**config.mk**
```make
export PLATFORM = sky130hd
export DESIGN_NAME = fix_body_length
export DESIGN_NICKNAME = d
export VERILOG_FILES = /design/src/conv_pkg.sv /design/src/fix_pkg.sv /design/src/fix_body_length.sv /design/src/fix_len_ctrl.sv /design/src/bin_to_ascii.sv /design/src/body_length_calc.sv /design/src/seq_num_tracker.sv
export SDC_FILE = /design/constraint.sdc
export NUM_CORES = 1
export LEC_CHECK = 0
export ABC_AREA = 1
export BUFFER_PORTS_ARGS = -buffer_cell sky130_fd_sc_hd__buf_2
export CAP_MARGIN = 5
export CORE_ASPECT_RATIO = 1.4
export CORE_MARGIN = 1
export CORE_UTILIZATION = 35
export CTS_CLUSTER_SIZE = 10
export DETAILED_ROUTE_END_ITERATION = 8
export GPL_ROUTABILITY_DRIVEN = 0
export PLACE_DENSITY_LB_ADDON = 0.05
export SYNTH_ARGS = -nofsm -noshare
export SYNTH_HDL_FRONTEND = slang
export SYNTH_SLANG_ARGS = --single-unit
export TNS_END_PERCENT = 1
```
**constraint.sdc**
```tcl
create_clock -name clk -period 3.79 [get_ports clk]
set_input_delay 0.1895 -clock clk [delete_from_list [all_inputs] [get_ports clk]]
set_output_delay 0.1895 -clock clk [all_outputs]
set_load 0.02 [all_outputs]
```
**src/conv_pkg.sv**
```systemverilog
package conv_pkg;

	localparam int LEN_DIGITS = 3;	// 125 at most, three decimal digits
	localparam int SHIFT_STEPS = 8;	// One shift per bit of the binary length

	typedef logic [SHIFT_STEPS-1:0] body_len_t;
	typedef logic [3:0] bcd_digit_t;
	typedef bcd_digit_t [LEN_DIGITS-1:0] bcd_word_t;
	typedef logic [7:0] ascii_char_t;
	typedef logic [8*LEN_DIGITS-1:0] ascii_digits_t;	// Byte 0 holds the first digit
	typedef logic [1:0] digit_count_t;
	typedef logic [$clog2(SHIFT_STEPS+1)-1:0] step_cnt_t;

	typedef struct packed {
		ascii_digits_t digits;
		digit_count_t count;
	} len_ascii_t;

	// A single "0" until the first conversion
	localparam len_ascii_t LEN_ASCII_RESET = '{
		digits: ascii_digits_t'(8'h30),
		count: digit_count_t'(1)
	};

endpackage

```
**src/fix_pkg.sv**
```systemverilog
package fix_pkg;

	// Message type codes as they enter the subsystem
	typedef logic [3:0] msg_type_t;

	typedef logic [19:0] seq_num_t;		// MsgSeqNum value
	typedef logic [2:0] seq_digits_t;	// Decimal digits of MsgSeqNum, 1 to 7
	typedef logic [5:0] target_len_t;	// TargetCompID value length, 1 to 63

	localparam msg_type_t MSG_HEARTBEAT = 4'd0;	// MsgType "0"
	localparam msg_type_t MSG_LOGON = 4'd1;		// MsgType "A"
	localparam msg_type_t MSG_LOGOUT = 4'd5;	// MsgType "5"

	// Fixed part shared by all supported messages
	// Covers tags 34, 35, 49, 52 and 56 with their fixed value sizes
	localparam int BASE_LEN = 45;

	// EncryptMethod and HeartBtInt fields, sent with Logon only
	localparam int LOGON_EXTRA_LEN = 10;

	localparam int SEQ_MAX_DIGITS = 7;	// A 20 bit counter never exceeds 7 digits
	localparam int TARGET_MAX_LEN = 63;

	// Upper bound of BodyLength, reached by a Logon with the longest fields
	localparam int MAX_BODY_LEN = BASE_LEN + SEQ_MAX_DIGITS + TARGET_MAX_LEN
		+ LOGON_EXTRA_LEN;

endpackage
```
**src/fix_body_length.sv**
```systemverilog
module fix_body_length (
	input	logic			clk,
	input	logic			reset_i,
	input	logic			start_i,
	input	fix_pkg::msg_type_t	msg_type_i,
	input	fix_pkg::target_len_t	target_len_i,
	output	conv_pkg::len_ascii_t	len_ascii_o,
	output	fix_pkg::seq_num_t	seq_num_o,
	output	logic			valid_o,
	output	logic			reject_o,
	output	logic			busy_o
);

	fix_pkg::msg_type_t	msg_type;	// Captured at start
	fix_pkg::target_len_t	target_len;
	fix_pkg::seq_digits_t	seq_digits;
	conv_pkg::body_len_t	body_len;
	logic			calc_en;
	logic			conv_start;
	logic			conv_done;
	logic			seq_adv;

	fix_len_ctrl u_ctrl (
		.clk		(clk),
		.reset_i	(reset_i),
		.start_i	(start_i),
		.msg_type_i	(msg_type_i),
		.target_len_i	(target_len_i),
		.conv_done_i	(conv_done),
		.msg_type_o	(msg_type),
		.target_len_o	(target_len),
		.calc_en_o	(calc_en),
		.conv_start_o	(conv_start),
		.seq_adv_o	(seq_adv),
		.valid_o	(valid_o),
		.reject_o	(reject_o),
		.busy_o		(busy_o)
	);

	seq_num_tracker u_seq (
		.clk		(clk),
		.reset_i	(reset_i),
		.seq_adv_i	(seq_adv),
		.seq_num_o	(seq_num_o),
		.seq_digits_o	(seq_digits)
	);

	body_length_calc u_calc (
		.clk		(clk),
		.reset_i	(reset_i),
		.calc_en_i	(calc_en),
		.msg_type_i	(msg_type),
		.seq_digits_i	(seq_digits),
		.target_len_i	(target_len),
		.body_len_o	(body_len)
	);

	bin_to_ascii u_conv (
		.clk		(clk),
		.reset_i	(reset_i),
		.start_i	(conv_start),
		.bin_i		(body_len),
		.done_o		(conv_done),
		.result_o	(len_ascii_o)
	);

endmodule

```
**src/fix_len_ctrl.sv**
```systemverilog
module fix_len_ctrl (
	input	logic			clk,
	input	logic			reset_i,
	input	logic			start_i,
	input	fix_pkg::msg_type_t	msg_type_i,
	input	fix_pkg::target_len_t	target_len_i,
	input	logic			conv_done_i,
	output	fix_pkg::msg_type_t	msg_type_o,
	output	fix_pkg::target_len_t	target_len_o,
	output	logic			calc_en_o,
	output	logic			conv_start_o,
	output	logic			seq_adv_o,
	output	logic			valid_o,
	output	logic			reject_o,
	output	logic			busy_o
);

	typedef enum logic [2:0] {IDLE, CALC, CONV_START, CONV_WAIT, DONE} ctrl_state_t;

	ctrl_state_t		state_q;
	ctrl_state_t		state_d;
	fix_pkg::msg_type_t	msg_type_q;
	fix_pkg::target_len_t	target_len_q;
	logic			type_ok;
	logic			accept;
	logic			reject_q;

	always_comb begin
		case (msg_type_i)
			fix_pkg::MSG_LOGON, fix_pkg::MSG_LOGOUT, fix_pkg::MSG_HEARTBEAT: type_ok = 1'b1;
			default: type_ok = 1'b0;
		endcase
	end

	assign accept = start_i && !busy_o;	// A start while busy is dropped

	always_comb begin
		state_d = state_q;
		case (state_q)
			IDLE, DONE: begin
				// DONE lasts one cycle and takes a new start like IDLE
				state_d = (accept && type_ok) ? CALC : IDLE;
			end
			CALC: state_d = CONV_START;
			CONV_START: state_d = CONV_WAIT;
			CONV_WAIT: begin
				if (conv_done_i) begin
					state_d = DONE;
				end
			end
			default: state_d = IDLE;
		endcase
	end

	always_ff @(posedge clk) begin
		if (reset_i) begin
			state_q <= IDLE;
			reject_q <= 1'b0;
		end else begin
			state_q <= state_d;
			reject_q <= accept && !type_ok;
		end
	end

	always_ff @(posedge clk) begin
		if (accept) begin
			msg_type_q <= msg_type_i;
			target_len_q <= target_len_i;
		end
	end

	assign msg_type_o = msg_type_q;
	assign target_len_o = target_len_q;
	assign calc_en_o = (state_q == CALC);
	assign conv_start_o = (state_q == CONV_START);
	assign valid_o = (state_q == CONV_WAIT) && conv_done_i;
	assign seq_adv_o = valid_o;	// Next message uses the following number
	assign reject_o = reject_q;
	assign busy_o = (state_q != IDLE) && (state_q != DONE);

	a_valid_reject_excl: assert property (
		@(posedge clk) disable iff (reset_i)
		!(valid_o && reject_o)
	) else $error("valid_o and reject_o high together");

endmodule

```
**src/bin_to_ascii.sv**
```systemverilog
module bin_to_ascii (
	input	logic			clk,
	input	logic			reset_i,
	input	logic			start_i,
	input	conv_pkg::body_len_t	bin_i,
	output	logic			done_o,
	output	conv_pkg::len_ascii_t	result_o
);

	conv_pkg::body_len_t	bin_q;
	conv_pkg::bcd_word_t	bcd_q;
	conv_pkg::bcd_word_t	bcd_adj;
	conv_pkg::step_cnt_t	step_cnt_q;
	conv_pkg::len_ascii_t	fmt;
	conv_pkg::len_ascii_t	result_q;
	logic			active_q;
	logic			done_q;

	function automatic conv_pkg::ascii_char_t to_ascii(input conv_pkg::bcd_digit_t d);
		return {4'h3, d};	// '0' is 8'h30
	endfunction

	// Add 3 to every digit of 5 or more before the shift
	always_comb begin
		bcd_adj = bcd_q;
		for (int i = 0; i < conv_pkg::LEN_DIGITS; i++) begin
			if (bcd_q[i] >= 4'd5) begin
				bcd_adj[i] = bcd_q[i] + 4'd3;
			end
		end
	end

	// Drop leading zeros and place the first significant digit in byte 0
	always_comb begin
		fmt = '0;
		if (bcd_q[2] != '0) begin
			fmt.count = conv_pkg::digit_count_t'(3);
			fmt.digits[7:0] = to_ascii(bcd_q[2]);
			fmt.digits[15:8] = to_ascii(bcd_q[1]);
			fmt.digits[23:16] = to_ascii(bcd_q[0]);
		end else if (bcd_q[1] != '0) begin
			fmt.count = conv_pkg::digit_count_t'(2);
			fmt.digits[7:0] = to_ascii(bcd_q[1]);
			fmt.digits[15:8] = to_ascii(bcd_q[0]);
		end else begin
			fmt.count = conv_pkg::digit_count_t'(1);
			fmt.digits[7:0] = to_ascii(bcd_q[0]);
		end
	end

	always_ff @(posedge clk) begin
		if (reset_i) begin
			active_q <= 1'b0;
			done_q <= 1'b0;
			step_cnt_q <= '0;
			result_q <= conv_pkg::LEN_ASCII_RESET;
		end else begin
			done_q <= 1'b0;
			if (start_i) begin
				active_q <= 1'b1;
				step_cnt_q <= conv_pkg::step_cnt_t'(conv_pkg::SHIFT_STEPS);
			end else if (active_q && step_cnt_q != '0) begin
				step_cnt_q <= step_cnt_q - conv_pkg::step_cnt_t'(1);
			end else if (active_q) begin
				// All bits shifted in, publish the digits
				active_q <= 1'b0;
				done_q <= 1'b1;
				result_q <= fmt;
			end
		end
	end

	always_ff @(posedge clk) begin
		if (start_i) begin
			bin_q <= bin_i;
			bcd_q <= '0;
		end else if (active_q && step_cnt_q != '0) begin
			{bcd_q, bin_q} <= {bcd_adj, bin_q} << 1;
		end
	end

	assign done_o = done_q;
	assign result_o = result_q;

	a_no_done_on_start: assert property (
		@(posedge clk) disable iff (reset_i)
		start_i |-> !done_o
	) else $error("bin_to_ascii done in the cycle of a new start");

endmodule

```
**src/body_length_calc.sv**
```systemverilog
module body_length_calc (
	input	logic			clk,
	input	logic			reset_i,
	input	logic			calc_en_i,
	input	fix_pkg::msg_type_t	msg_type_i,
	input	fix_pkg::seq_digits_t	seq_digits_i,
	input	fix_pkg::target_len_t	target_len_i,
	output	conv_pkg::body_len_t	body_len_o
);

	conv_pkg::body_len_t	len_sum;
	conv_pkg::body_len_t	body_len_q;

	// Fixed fields plus the two variable value lengths
	always_comb begin
		len_sum = conv_pkg::body_len_t'(fix_pkg::BASE_LEN)
			+ conv_pkg::body_len_t'(seq_digits_i)
			+ conv_pkg::body_len_t'(target_len_i);
		if (msg_type_i == fix_pkg::MSG_LOGON) begin
			len_sum = len_sum + conv_pkg::body_len_t'(fix_pkg::LOGON_EXTRA_LEN);
		end
	end

	always_ff @(posedge clk) begin
		if (reset_i) begin
			body_len_q <= '0;
		end else if (calc_en_i) begin
			body_len_q <= len_sum;	// Held until the next message
		end
	end

	assign body_len_o = body_len_q;

	// The sum fits in three decimal digits for every legal input
	a_len_in_range: assert property (
		@(posedge clk) disable iff (reset_i)
		calc_en_i |=> (int'(body_len_o) <= fix_pkg::MAX_BODY_LEN)
	) else $error("BodyLength above %0d", fix_pkg::MAX_BODY_LEN);

endmodule

```
**src/seq_num_tracker.sv**
```systemverilog
module seq_num_tracker (
	input	logic			clk,
	input	logic			reset_i,
	input	logic			seq_adv_i,
	output	fix_pkg::seq_num_t	seq_num_o,
	output	fix_pkg::seq_digits_t	seq_digits_o
);

	fix_pkg::seq_num_t	seq_q;
	fix_pkg::seq_digits_t	digits;

	// FIX sessions start counting at 1
	always_ff @(posedge clk) begin
		if (reset_i) begin
			seq_q <= fix_pkg::seq_num_t'(1);
		end else if (seq_adv_i) begin
			seq_q <= seq_q + fix_pkg::seq_num_t'(1);
		end
	end

	// Count how many powers of ten the value reaches
	always_comb begin
		digits = fix_pkg::seq_digits_t'(1);
		for (int p = 1; p < fix_pkg::SEQ_MAX_DIGITS; p++) begin
			if (int'(seq_q) >= 10 ** p) begin
				digits = fix_pkg::seq_digits_t'(p + 1);
			end
		end
	end

	assign seq_num_o = seq_q;
	assign seq_digits_o = digits;

	a_digits_nonzero: assert property (
		@(posedge clk) disable iff (reset_i)
		seq_digits_o != '0
	) else $error("seq_num_tracker digit count is zero");

endmodule

```
==> impl_metrics.sql, run 1 <==
INSERT INTO impl_metrics (metric_group, metric, value, unit) VALUES
('status', 'run_status', 'complete, no violations', ''),
('layout', 'num-nets-final', '657', ''),
('layout', 'post_route_cells_drive_above_1_share', '14.9', '%'),
('clock_network', 'clk-insertion-delay-late', '340', 'ps'),
('sta', 'slew_violations', '0', ''),
('layout', 'layout-area-overhead-vs-synth', '15.0', '%'),
('place', 'post-place-cells', '762', ''),
('global_routing', 'via_count_of_the_first_global_routing_pass', '3692', ''),
('sta', 'timing.clock.skew', '6.11', 'ps'),
('pwr', 'switching_share', '26.2', '%'),
('sta', 'period_needed', '3430', 'ps'),
('clock_network', 'clock_tree_from_tritoncts', 'built', ''),
('clock_network', 'clock_pin_slew_reported_for_the_worst_setup_and_hold_paths_after_clock_tree_synthesis', '60', 'ps'),
('clock_network', 'htree_num_levels', '3', ''),
('route', 'dr.pass1.iters', '4', ''),
('pwr', 'share_of_total_power_in_sequential_cells', '46.2', '%'),
('place', 'detailed_place_hpwl', '8050', 'um'),
('clock_network', 'total_cts_buffers', '9', ''),
('logic_synthesis', 'synth_area_per_cell', '7.58', 'um^2'),
('min_path', 'worstHoldPathType', 'primary input to flop', ''),
('floorplan', 'die_x', '96.5', 'um'),
('pwr', 'power.leakage', '2.22', 'nW'),
('global_routing', 'grt.overflow.total', '0', ''),
('pwr', 'totalPowerFinal', '0.00212', 'W'),
('route', 'ant_nets', '0', ''),
('global_routing', 'grt_pass1_wl', '17500', 'um'),
('logic_synthesis', 'syn_area', '0.00437', 'mm^2'),
('pwr', 'power.density_cell_area', '422', 'mW/mm^2'),
('floorplan', 'core_region_area', '0.0120', 'mm^2'),
('sta', 'finalSetupViolCount', '0', ''),
('clock_network', 'clock_sinks', '83', ''),
('critical_path', 'worstSetupPathType', 'flop to flop', ''),
('floorplan', 'die-area', '0.0129', 'mm^2'),
('pwr', 'power.ir.vdd_worst', '172', 'uV'),
('critical_path', 'cp_data_arrival_time', '3660', 'ps'),
('sta', 'max_slew.worst_pin.slew', '1010', 'ps'),
('logic_synthesis', 'ys_seq_area_share', '42.1', '%'),
('route', 'drc_violations_left', '0', ''),
('sta', 'hold_viol_final', '0', ''),
('logic_synthesis', 'synth_enable_flop_cells', '18', ''),
('clock_network', 'hold_bufs_inserted_after_cts', '0', ''),
('logic_synthesis', 'postSynth.asyncResetShare', '0', '%'),
('critical_path', 'critPathRequiredTime', '4020', 'ps'),
('clock_network', 'cell_at_the_root_of_the_clock_tree', 'sky130_fd_sc_hd__clkbuf_16', ''),
('logic_synthesis', 'syn-instance-count', '577', ''),
('global_routing', 'grtUsageTotal', '17.6', '%'),
('sta', 'relSlewSlack', '32.4', '%'),
('pwr', 'power_frac_comb', '11.4', '%'),
('logic_synthesis', 'synth_top_flop_cell', 'sky130_fd_sc_hd__dfxtp_1', ''),
('sta', 'setup_repair_after_global_routing_missed_its_margin', 'false', ''),
('pwr', 'total_switching_power', '0.000557', 'W'),
('layout', 'final.fill_count', '1290', ''),
('critical_path', 'cp_common_cell', 'sky130_fd_sc_hd__nand2_1', ''),
('run', 'drv_cap', '0', ''),
('floorplan', 'die_h', '134', 'um'),
('place', 'pre_cts_slack', '308', 'ps'),
('sta', 'fmax', '0.291', 'GHz'),
('logic_synthesis', 'postSynthRegisterBits', '83', ''),
('critical_path', 'worstSetupEndpointType', 'flop', ''),
('layout', 'insertedDiodeCount', '0', ''),
('sta', 'post-route-period-util', '90.5', '%'),
('route', 'vias_per_cell', '4.96', ''),
('critical_path', 'startpoint_type', 'flop', ''),
('critical_path', 'max_stage_delay', '380', 'ps'),
('critical_path', 'worst_path_max_delay_cell', 'sky130_fd_sc_hd__dfxtp_1', ''),
('critical_path', 'crit_path_max_fanout', '7', ''),
('critical_path', 'crit_chain', 'inv_1 > nand2_1 > nor3_2 > nand2_1 > a31oi_2 > nand2_1 > nand2_1 > nand2_1 > nand2_1 > ha_1 > inv_1 > ha_1 > inv_1 > ha_1 > or2_2 > and2_1 > ha_1 > inv_1 > nand3_1 > nand3_1 > o21ai_0 > o211a_1', ''),
('route', 'detailroute.via_count', '3861', ''),
('floorplan', 'num_rows', '47', ''),
('floorplan', 'initial_utilization', '36.4', '%'),
('route', 'totalWireLength', '10900', 'um');
[synthesized netlist by cell type, types with 2 or more instances]
library cell	n	area share, %
sky130_fd_sc_hd__a211oi_1	2	0.34
sky130_fd_sc_hd__a21oi_1	46	5.3
sky130_fd_sc_hd__a31oi_1	5	0.72
sky130_fd_sc_hd__and2_1	2	0.29
sky130_fd_sc_hd__buf_2	2	0.23
sky130_fd_sc_hd__buf_4	12	2.1
sky130_fd_sc_hd__clkbuf_1	6	0.52
sky130_fd_sc_hd__clkinv_1	2	0.17
sky130_fd_sc_hd__conb_1	2	0.17
sky130_fd_sc_hd__dfxtp_1	65	30
sky130_fd_sc_hd__edfxtp_1	18	12
sky130_fd_sc_hd__ha_1	17	4.9
sky130_fd_sc_hd__inv_1	84	7.2
sky130_fd_sc_hd__inv_2	4	0.34
sky130_fd_sc_hd__nand2_1	129	11
sky130_fd_sc_hd__nand2_4	2	0.52
sky130_fd_sc_hd__nand3_1	35	4.0
sky130_fd_sc_hd__nand3_2	2	0.46
sky130_fd_sc_hd__nand4_1	6	0.86
sky130_fd_sc_hd__nor2_1	35	3.0
sky130_fd_sc_hd__nor2_2	5	0.72
sky130_fd_sc_hd__nor2_4	3	0.77
sky130_fd_sc_hd__nor3_1	13	1.5
sky130_fd_sc_hd__nor3_2	2	0.46
sky130_fd_sc_hd__nor4_1	2	0.29
sky130_fd_sc_hd__o211ai_1	2	0.34
sky130_fd_sc_hd__o21a_1	2	0.34
sky130_fd_sc_hd__o21ai_0	35	4.0
sky130_fd_sc_hd__o21bai_1	2	0.34
sky130_fd_sc_hd__o221ai_1	3	0.60
sky130_fd_sc_hd__o22ai_1	6	0.86
sky130_fd_sc_hd__o32ai_1	2	0.40
sky130_fd_sc_hd__xor2_1	8	1.6
[final timing paths]
kind,from,endpoint,slack [ps],depth (start not counted)
hold / removal,target_len_i[4],u_ctrl.target_len_o[4],20,1
setup / recovery,u_seq.seq_num_o[11],u_calc.body_len_o[7],360,22
setup reg to reg,u_seq.seq_num_o[11],u_calc.body_len_o[7],360,22
hold reg to reg,u_conv.result_o[20],u_conv.result_o[20],460,2
[stage by stage]
stage / util (%) / cell area, um^2 / hold WS (ps)
detailed placement: 39.3 / 4710 / 368
global placement: 39.3 / 4710 / 368
global route: 41.9 / 5030 / 18.7
finish: 41.9 / 5030 / 25.0
CTS: 41.9 / 5020 / 15.4
floorplan: - / 4390 / 288
[worst max-delay path: cells and delay by family, from the launching register on]
family          cells  cell delay, ps
fa+ha+maj           4             950
simple gates       11            1280
compound gates      3             460
buf+inv             4             260
flops               1             380
[repair_timing]
| action | in CTS | in global routing |
|---|---|---|
| endpoints found under the setup margin | 0 | 1 |
| buffers inserted | 0 | 0 |
| resized for setup | 0 | 2 |
[logic make-up (layout without fill, tap and decap cells)]
family                     count (synthesis)  in the layout  synth area share [%]
xor gates and xnor gates                   9              9                  1.80
adders and majority gates                 18             18                  5.32
AOI/OAI and AO/OA                        112            112                  14.9
buffers and inverters                    112            160                  10.9
DFF                                       83             83                  42.1
other                                      2              8                 0.172
and+or+nand+nor                          241            241                  24.8
[power groups by stage]
stage / Clock, W / Combinational (W) / Sequential, W
floorplan: 0 / 0.000188 / 0.000994
global placement: 0 / 0.000242 / 0.00100
detailed placement: 0 / 0.000245 / 0.00100
CTS: 0.000924 / 0.000246 / 0.000981
global route: 0.000955 / 0.000279 / 0.000987
finish: 0.000900 / 0.000243 / 0.000981
[layout make-up]
cell class | count | area (um^2) | share of cell area (%)
flip-flops and latches | 83 | 1840 | 36.6
clock inverters | 3 | 17.5 | 0.348
well taps | 147 | 184 | 3.66
inverters | 90 | 338 | 6.72
repair buffers | 54 | 273 | 5.42
multi-input cells | 388 | 2080 | 41.4
clock buffers | 13 | 293 | 5.82
[routing by layer]
metal / share of wire [%] / global-route usage (%) / up-vias
met1: 44 / 20.4 / 1806
met5: 0 / 0 / -
met4: 2.5 / 7.60 / 0
met3: 3.1 / 2.72 / 21
met2: 51 / 31.1 / 64
li1: - / - / 1970
[placed cells by master, fill, tap and decap left out, types with 17 or more instances in the layout]
cell type                  netlist  routed
sky130_fd_sc_hd__a21oi_1        46      46
sky130_fd_sc_hd__dfxtp_1        65      65
sky130_fd_sc_hd__nand3_1        35      35
sky130_fd_sc_hd__edfxtp_1       18      18
sky130_fd_sc_hd__ha_1           17      17
sky130_fd_sc_hd__nand2_1       129     129
sky130_fd_sc_hd__o21ai_0        35      34
sky130_fd_sc_hd__inv_1          84      84
sky130_fd_sc_hd__buf_2           2      53
sky130_fd_sc_hd__nor2_1         35      35
[flip-flops by register name (all words and copies together) (netlist names)]
name                 cells
u_calc.body_len_o        8
u_conv.active_q          1
u_conv.bcd_q            12
u_conv.bin_q             8
u_conv.done_o            1
u_conv.result_o         15
u_conv.step_cnt_q        4
u_ctrl.msg_type_o        4
u_ctrl.reject_o          1
u_ctrl.state_q           3
u_ctrl.target_len_o      6
u_seq.seq_num_o         20
Note: power is estimated with default switching activity, not from simulation.
==> run 2, diff against run 1 <==
--- a/config.mk
+++ b/config.mk
@@ -10,7 +10,7 @@
 export CAP_MARGIN = 5
 export CORE_ASPECT_RATIO = 1.4
 export CORE_MARGIN = 1
-export CORE_UTILIZATION = 35
+export CORE_UTILIZATION = 33
 export CTS_CLUSTER_SIZE = 10
 export DETAILED_ROUTE_END_ITERATION = 8
 export GPL_ROUTABILITY_DRIVEN = 0
==> constraint.sdc (replaced) <==
create_clock -name clk -period 3.8 [get_ports clk]
set_input_delay 0.19 -clock clk [delete_from_list [all_inputs] [get_ports clk]]
set_output_delay 0.19 -clock clk [all_outputs]
set_load 0.02 [all_outputs]
==> run 2 against run 1 <==
  * Non-clock buffer count is 1 higher
  * Count of clock-buffer cells in the layout is 3 lower
  * Power is 0.35% lower
  * Final area hardly changed
  * Critical endpoint is now u_calc.body_len_o[3]
  * Fmax is 0.95% lower
  * Utilization is 2.8 points lower
==> impl_metrics.sql, run 2 (same netlist as run 1, synthesis figures left out) <==
INSERT INTO impl_metrics (metric_group, metric, value, unit) VALUES
('critical_path', 'worstSetupPathType', 'flop to flop', ''),
('clock_network', 'clock_sinks', '83', ''),
('route', 'dr.pass1.iters', '4', ''),
('critical_path', 'crit_path_max_fanout', '6', ''),
('layout', 'flip_flop_count_of_the_largest_register_all_copies_and_words_added', '20', ''),
('pwr', 'total_switching_power', '0.000564', 'W'),
('clock_network', 'clockBufferDepth', '2', ''),
('pwr', 'totalPowerFinal', '0.00212', 'W'),
('pwr', 'power_frac_comb', '11.5', '%'),
('status', 'run_status', 'complete, no violations', ''),
('pwr', 'power.leakage', '2.23', 'nW'),
('layout', 'most_common_library_cell_in_the_layout_ignoring_fill_and_taps', 'sky130_fd_sc_hd__nand2_1', ''),
('sta', 'layout_setup_ws', '336', 'ps'),
('clock_network', 'clock_tree_from_tritoncts', 'built', ''),
('sta', 'setup_repair_after_global_routing_missed_its_margin', 'false', ''),
('critical_path', 'worstSetupEndpointType', 'flop', ''),
('floorplan', 'die_x', '99.3', 'um'),
('layout', 'insertedDiodeCount', '0', ''),
('global_routing', 'grt_pass1_wl', '18200', 'um'),
('sta', 'slew_violations', '0', ''),
('critical_path', 'startpoint_type', 'flop', ''),
('layout', 'post_route_cells_drive_above_1_share', '15.0', '%'),
('floorplan', 'die-area', '0.0137', 'mm^2'),
('route', 'wire_per_inst', '14.0', 'um'),
('clock_network', 'cts.repair.resized', '0', ''),
('sta', 'period_needed', '3460', 'ps'),
('route', 'detailroute.via_count', '3805', ''),
('pwr', 'power.ir.vdd_worst', '231', 'uV'),
('global_routing', 'antenna_found_initial', '0', ''),
('pwr', 'share_of_total_power_in_sequential_cells', '46.2', '%'),
('place', 'pre_cts_slack', '355', 'ps'),
('global_routing', 'grtUsageTotal', '16.7', '%'),
('route', 'ant_nets', '0', ''),
('floorplan', 'core_region_area', '0.0129', 'mm^2'),
('route', 'drc_violation_total_after_the_first_tritonroute_iteration', '117', ''),
('run', 'drv_cap', '0', ''),
('sta', 'timing.clock.skew', '11.1', 'ps'),
('pwr', 'cell_internal_pwr', '0.00155', 'W'),
('min_path', 'worstHoldPathType', 'primary input to flop', ''),
('place', 'placement.io_buffers', '53', ''),
('critical_path', 'critPathRequiredTime', '4020', 'ps'),
('place', 'detailed_place_hpwl', '8160', 'um'),
('global_routing', 'via_count_of_the_first_global_routing_pass', '3737', ''),
('critical_path', 'cp_data_arrival_time', '3690', 'ps'),
('sta', 'max_slew.worst_pin.slew', '867', 'ps'),
('sta', 'worst_hold_slack', '31.1', 'ps'),
('floorplan', 'initial_utilization', '34.0', '%'),
('floorplan', 'floorplan.io_pins', '62', ''),
('floorplan', 'num_rows', '49', ''),
('pwr', 'switching_share', '26.6', '%'),
('clock_network', 'clock_pin_slew_reported_for_the_worst_setup_and_hold_paths_after_clock_tree_synthesis', '60', 'ps'),
('route', 'drc_violations_left', '0', ''),
('layout', 'num-nets-final', '658', ''),
('clock_network', 'clk-insertion-delay-late', '340', 'ps'),
('route', 'totalWireLength', '11000', 'um'),
('sta', 'fmax', '0.289', 'GHz'),
('route', 'vias_per_cell', '4.85', ''),
('clock_network', 'hold_bufs_inserted_after_cts', '0', ''),
('pwr', 'clkPwrFrac', '42.3', '%'),
('clock_network', 'post_cts.repair.setup_buffers', '0', ''),
('sta', 'post-route-period-util', '91.2', '%'),
('sta', 'finalSetupTns', '0', 'ps'),
('pwr', 'power.density_cell_area', '421', 'mW/mm^2'),
('floorplan', 'die_h', '138', 'um'),
('sta', 'finalSetupViolCount', '0', ''),
('sta', 'relSlewSlack', '41.8', '%'),
('global_routing', 'grt_max_degree', '28', ''),
('clock_network', 'cell_at_the_root_of_the_clock_tree', 'sky130_fd_sc_hd__clkbuf_16', ''),
('sta', 'hold_viol_final', '0', ''),
('layout', 'layout_common_cells', 'sky130_fd_sc_hd__nand2_1, sky130_fd_sc_hd__inv_1, sky130_fd_sc_hd__dfxtp_1', ''),
('layout', 'layout-area-overhead-vs-synth', '15.1', '%'),
('clock_network', 'htree_num_levels', '3', ''),
('clock_network', 'total_cts_buffers', '9', ''),
('global_routing', 'grt.overflow.total', '0', '');
run 2: changes by cell type in the layout (fill, tap and decap cells not counted):
cell                         previous run  this run
sky130_fd_sc_hd__nor3_2                 3         2
sky130_fd_sc_hd__o21ai_0               34        35
sky130_fd_sc_hd__clkbuf_1               1         0
sky130_fd_sc_hd__inv_4                  0         1
sky130_fd_sc_hd__nor3_1                12        13
sky130_fd_sc_hd__clkinvlp_4             1         0
sky130_fd_sc_hd__o21ai_1                2         1
sky130_fd_sc_hd__bufinv_16              0         1
sky130_fd_sc_hd__buf_4                  1         2
sky130_fd_sc_hd__clkinv_4               0         2
sky130_fd_sc_hd__clkbuf_16             11         9
run 2: area by class of cell:
| type | count | area (um^2) |
|---|---|---|
| repair buffers | 55 | 280 |
| clock inverters | 6 | 63.8 |
| multi-input cells | 388 | 2080 |
| inverters | 90 | 338 |
| fillers | 1371 | 7840 |
| well taps | 153 | 191 |
| flip-flops and latches | 83 | 1840 |
| clock buffers | 10 | 239 |
run 2: worst paths after layout:
| path | startpoint | endpoint | slack, ps | depth (start not counted) |
|---|---|---|---|---|
| hold reg to reg | u_calc.body_len_o[0] | u_calc.body_len_o[0] | 460 | 2 |
| setup reg to reg | u_seq.seq_num_o[18] | u_calc.body_len_o[3] | 340 | 21 |
| setup / recovery | u_seq.seq_num_o[18] | u_calc.body_len_o[3] | 340 | 21 |
| hold / removal | target_len_i[4] | u_ctrl.target_len_o[4] | 30 | 1 |
run 2: worst max-delay path, cell delays in order, from the launching register on:
cell and delay [ps]:
sky130_fd_sc_hd__dfxtp_1 330, sky130_fd_sc_hd__inv_1 120, sky130_fd_sc_hd__nand3_1 140, sky130_fd_sc_hd__nor3_1 220, sky130_fd_sc_hd__nand2_1 100, sky130_fd_sc_hd__a31oi_2 210, sky130_fd_sc_hd__nand2_1 80, sky130_fd_sc_hd__nand2_1 60
sky130_fd_sc_hd__nand2_1 40, sky130_fd_sc_hd__nand2_1 80, sky130_fd_sc_hd__ha_1 140, sky130_fd_sc_hd__inv_1 40, sky130_fd_sc_hd__ha_1 260, sky130_fd_sc_hd__inv_1 40, sky130_fd_sc_hd__ha_1 330, sky130_fd_sc_hd__or2_2 300
sky130_fd_sc_hd__and2_1 150, sky130_fd_sc_hd__ha_1 220, sky130_fd_sc_hd__o21ai_0 200, sky130_fd_sc_hd__nand2_1 70, sky130_fd_sc_hd__o221ai_1 160, sky130_fd_sc_hd__inv_1 60
run 2: layer usage:
metal | part of all wire [%] | up-vias | GRT usage, %
li1 | - | 1975 | -
met3 | 2.6 | 18 | 3.08
met5 | 0 | - | 0
met2 | 50 | 53 | 28.3
met4 | 2.3 | 0 | 7.35
met1 | 45 | 1759 | 20.4
run 2: power by group through the flow:
stage | sequential [W] | combinational [W] | clock, W
2_1_floorplan | 0.000992 | 0.000188 | 0
6_report | 0.000978 | 0.000244 | 0.000895
4_1_cts | 0.000978 | 0.000246 | 0.000927
5_1_grt | 0.000984 | 0.000280 | 0.000969
3_5_place_dp | 0.000997 | 0.000245 | 0
3_3_place_gp | 0.000998 | 0.000244 | 0
run 2: through the flow:
| step | area (um^2) | utilization (%) | cells |
|---|---|---|---|
| final | 5030 | 39.1 | 785 |
| after global placement | 4730 | 36.7 | 769 |
| after global routing | 5030 | 39.1 | 785 |
| after floorplan | 4390 | - | 583 |
| after detailed placement | 4730 | 36.7 | 769 |
| after CTS | 5030 | 39.1 | 785 |
==> run 3, diff against run 2 <==
--- a/config.mk
+++ b/config.mk
@@ -14,6 +14,7 @@
 export CTS_CLUSTER_SIZE = 10
 export DETAILED_ROUTE_END_ITERATION = 8
 export GPL_ROUTABILITY_DRIVEN = 0
+export MAX_ROUTING_LAYER = met4
 export PLACE_DENSITY_LB_ADDON = 0.05
 export SYNTH_ARGS = -nofsm -noshare
 export SYNTH_HDL_FRONTEND = slang
==> run 3 against run 2 <==
  * Combinational power is essentially flat
  * Setup slack gained 4.5 ps
  * Sequential share of layout area is the same
  * Clock power is essentially flat
  * First-iteration DRC count shrank 1.7%
  * Sequential power is essentially flat
  * Count of clock-buffer cells in the layout is the same
  * Sequential cell count is the same
==> impl_metrics.sql, run 3 (same netlist as run 1, synthesis figures left out) <==
INSERT INTO impl_metrics (metric_group, metric, value, unit) VALUES
('floorplan', 'die_x', '99.3', 'um'),
('layout', 'fin_cells', '785', ''),
('layout', 'num-nets-final', '658', ''),
('floorplan', 'num_rows', '49', ''),
('route', 'vias_per_cell', '4.86', ''),
('critical_path', 'timing.critical_path.from', 'u_seq.seq_num_o[18]', ''),
('place', 'placement.io_buffers', '53', ''),
('sta', 'finalSetupTns', '0', 'ps'),
('sta', 'relSlewSlack', '41.5', '%'),
('sta', 'timing.clock.skew', '10.1', 'ps'),
('critical_path', 'crit_chain', 'inv_1 > nand3_1 > nor3_1 > nand2_1 > a31oi_2 > nand2_1 > nand2_1 > nand2_1 > nand2_1 > ha_1 > inv_1 > ha_1 > inv_1 > ha_1 > or2_2 > and2_1 > ha_1 > o21ai_0 > nand2_1 > o221ai_1 > inv_1', ''),
('critical_path', 'crit_path_max_fanout', '6', ''),
('sta', 'period_needed', '3460', 'ps'),
('clock_network', 'clockBufferDepth', '2', ''),
('route', 'dr.pass1.iters', '4', ''),
('floorplan', 'floorplan.io_pins', '62', ''),
('layout', 'insertedDiodeCount', '0', ''),
('clock_network', 'total_cts_buffers', '9', ''),
('sta', 'post-route-period-util', '91.0', '%'),
('critical_path', 'cp_data_arrival_time', '3680', 'ps'),
('sta', 'hold_viol_final', '0', ''),
('route', 'ant_nets', '0', ''),
('route', 'drc_violation_total_after_the_first_tritonroute_iteration', '115', ''),
('sta', 'slew_violations', '0', ''),
('status', 'run_status', 'complete, no violations', ''),
('global_routing', 'via_count_of_the_first_global_routing_pass', '3735', ''),
('floorplan', 'initial_utilization', '34.0', '%'),
('sta', 'finalSetupViolCount', '0', ''),
('place', 'post-place-cells', '769', ''),
('clock_network', 'clock_sinks', '83', ''),
('min_path', 'worstHoldPathType', 'primary input to flop', ''),
('pwr', 'clkPwrFrac', '42.2', '%'),
('pwr', 'power.density_cell_area', '420', 'mW/mm^2'),
('route', 'detailroute.via_count', '3818', ''),
('clock_network', 'post_cts.repair.setup_buffers', '0', ''),
('pwr', 'power_frac_comb', '11.5', '%'),
('critical_path', 'worst_r2r_path_depth', '21', ''),
('critical_path', 'worst_path_max_delay_cell', 'sky130_fd_sc_hd__dfxtp_1', ''),
('critical_path', 'rr_endpoint', 'u_calc.body_len_o[3]', ''),
('global_routing', 'grtUsageTotal', '17.2', '%'),
('layout', 'post_route_cells_drive_above_1_share', '15.0', '%'),
('clock_network', 'clock_tree_from_tritoncts', 'built', ''),
('pwr', 'power.leakage', '2.23', 'nW'),
('critical_path', 'critPathRequiredTime', '4020', 'ps'),
('route', 'totalWireLength', '11000', 'um'),
('clock_network', 'cell_at_the_root_of_the_clock_tree', 'sky130_fd_sc_hd__clkbuf_16', ''),
('run', 'drv_cap', '0', ''),
('sta', 'fmax', '0.289', 'GHz'),
('layout', 'flip_flop_count_of_the_largest_register_all_copies_and_words_added', '20', ''),
('critical_path', 'cp_num_buf_inv', '4', ''),
('critical_path', 'worstSetupPathType', 'flop to flop', ''),
('layout', 'layout_common_cells', 'sky130_fd_sc_hd__nand2_1, sky130_fd_sc_hd__inv_1, sky130_fd_sc_hd__dfxtp_1', ''),
('critical_path', 'startpoint_type', 'flop', ''),
('route', 'wire_per_inst', '14.0', 'um'),
('floorplan', 'core_region_area', '0.0129', 'mm^2'),
('critical_path', 'cp_common_cell', 'sky130_fd_sc_hd__nand2_1', ''),
('critical_path', 'crit-reg2reg-launch', 'u_seq.seq_num_o[18]', ''),
('layout', 'layout-area-overhead-vs-synth', '15.1', '%'),
('pwr', 'cell_internal_pwr', '0.00155', 'W'),
('global_routing', 'antenna_found_initial', '0', ''),
('clock_network', 'htree_num_levels', '3', ''),
('critical_path', 'worstSetupEndpointType', 'flop', ''),
('clock_network', 'cts.repair.resized', '0', ''),
('global_routing', 'grt_pass1_wl', '18300', 'um'),
('route', 'drc_violations_left', '0', ''),
('layout', 'most_common_library_cell_in_the_layout_ignoring_fill_and_taps', 'sky130_fd_sc_hd__nand2_1', ''),
('pwr', 'total_switching_power', '0.000562', 'W'),
('clock_network', 'clk-insertion-delay-late', '330', 'ps'),
('critical_path', 'max_stage_delay', '330', 'ps'),
('clock_network', 'clock_pin_slew_reported_for_the_worst_setup_and_hold_paths_after_clock_tree_synthesis', '60', 'ps'),
('critical_path', 'worst_setup_path_endpoint', 'u_calc.body_len_o[3]', ''),
('critical_path', 'ff2ff_setup_slack', '340', 'ps'),
('global_routing', 'grt_max_degree', '28', ''),
('clock_network', 'hold_bufs_inserted_after_cts', '0', ''),
('place', 'detailed_place_hpwl', '8160', 'um'),
('pwr', 'share_of_total_power_in_sequential_cells', '46.2', '%'),
('pwr', 'power.ir.vdd_worst', '231', 'uV'),
('critical_path', 'crit_family', 'simple AND/OR/NAND/NOR gates', ''),
('sta', 'setup_repair_after_global_routing_missed_its_margin', 'false', ''),
('sta', 'max_slew.worst_pin.slew', '872', 'ps'),
('critical_path', 'cp_num_cells', '21', ''),
('floorplan', 'die-area', '0.0137', 'mm^2'),
('floorplan', 'die_h', '138', 'um'),
('global_routing', 'grt.overflow.total', '0', ''),
('pwr', 'switching_share', '26.6', '%');
## run 3: worst register-to-register path: stages (launching register included)
cell and delay [ps]:
sky130_fd_sc_hd__dfxtp_1 330, sky130_fd_sc_hd__inv_1 110, sky130_fd_sc_hd__nand3_1 140, sky130_fd_sc_hd__nor3_1 230, sky130_fd_sc_hd__nand2_1 100, sky130_fd_sc_hd__a31oi_2 210, sky130_fd_sc_hd__nand2_1 80, sky130_fd_sc_hd__nand2_1 60
sky130_fd_sc_hd__nand2_1 40, sky130_fd_sc_hd__nand2_1 80, sky130_fd_sc_hd__ha_1 140, sky130_fd_sc_hd__inv_1 40, sky130_fd_sc_hd__ha_1 260, sky130_fd_sc_hd__inv_1 40, sky130_fd_sc_hd__ha_1 330, sky130_fd_sc_hd__or2_2 300
sky130_fd_sc_hd__and2_1 150, sky130_fd_sc_hd__ha_1 220, sky130_fd_sc_hd__o21ai_0 200, sky130_fd_sc_hd__nand2_1 80, sky130_fd_sc_hd__o221ai_1 150, sky130_fd_sc_hd__inv_1 60
## run 3: metrics by stage
| step | cell area [um^2] | hold slack (ps) | total power [W] | utilization [%] | setup slack (ps) |
|---|---|---|---|---|---|
| 2_1_floorplan | 4390 | 289 | 0.00118 | - | 584 |
| 3_3_place_gp | 4730 | 372 | 0.00124 | 36.7 | 396 |
| 3_5_place_dp | 4730 | 368 | 0.00124 | 36.7 | 355 |
| 4_1_cts | 5030 | 15.6 | 0.00215 | 39.1 | 349 |
| 5_1_grt | 5030 | 10.8 | 0.00223 | 39.1 | 18.9 |
| 6_report | 5030 | 33.0 | 0.00212 | 39.1 | 340 |
## run 3: how the worst min path moves through the flow
stage / from / to / slack (ps) / cells after the start
3_3_place_gp: target_len_i[1] / u_ctrl.target_len_o[1] / 370 / 1
3_5_place_dp: target_len_i[5] / u_ctrl.target_len_o[5] / 370 / 1
4_1_cts: target_len_i[4] / u_ctrl.target_len_o[4] / 20 / 1
6_report: target_len_i[4] / u_ctrl.target_len_o[4] / 30 / 1
5_1_grt: target_len_i[4] / u_ctrl.target_len_o[4] / 10 / 1
2_1_floorplan: msg_type_i[0] / u_ctrl.msg_type_o[0] / 290 / 0
## run 3: per-layer routing
metal / wire, um / track usage (%)
met4: 241 / 7.35
met5: 0 / -
met3: 318 / 3.08
met1: 4980 / 20.3
met2: 5440 / 28.4
## run 3: power groups by stage
stage	logic [W]	registers, W	clock network (W)
5_1_grt	0.000280	0.000984	0.000968
4_1_cts	0.000246	0.000978	0.000927
6_report	0.000244	0.000978	0.000893
3_3_place_gp	0.000244	0.000998	0
3_5_place_dp	0.000245	0.000997	0
2_1_floorplan	0.000188	0.000992	0
## run 3: final cells by class
cell class | instances | area, um^2
repair buffers | 55 | 280
flip-flops and latches | 83 | 1840
clock inverters | 6 | 63.8
inverters | 90 | 338
clock buffers | 10 | 239
well taps | 153 | 191
multi-input cells | 388 | 2080
fillers | 1371 | 7840
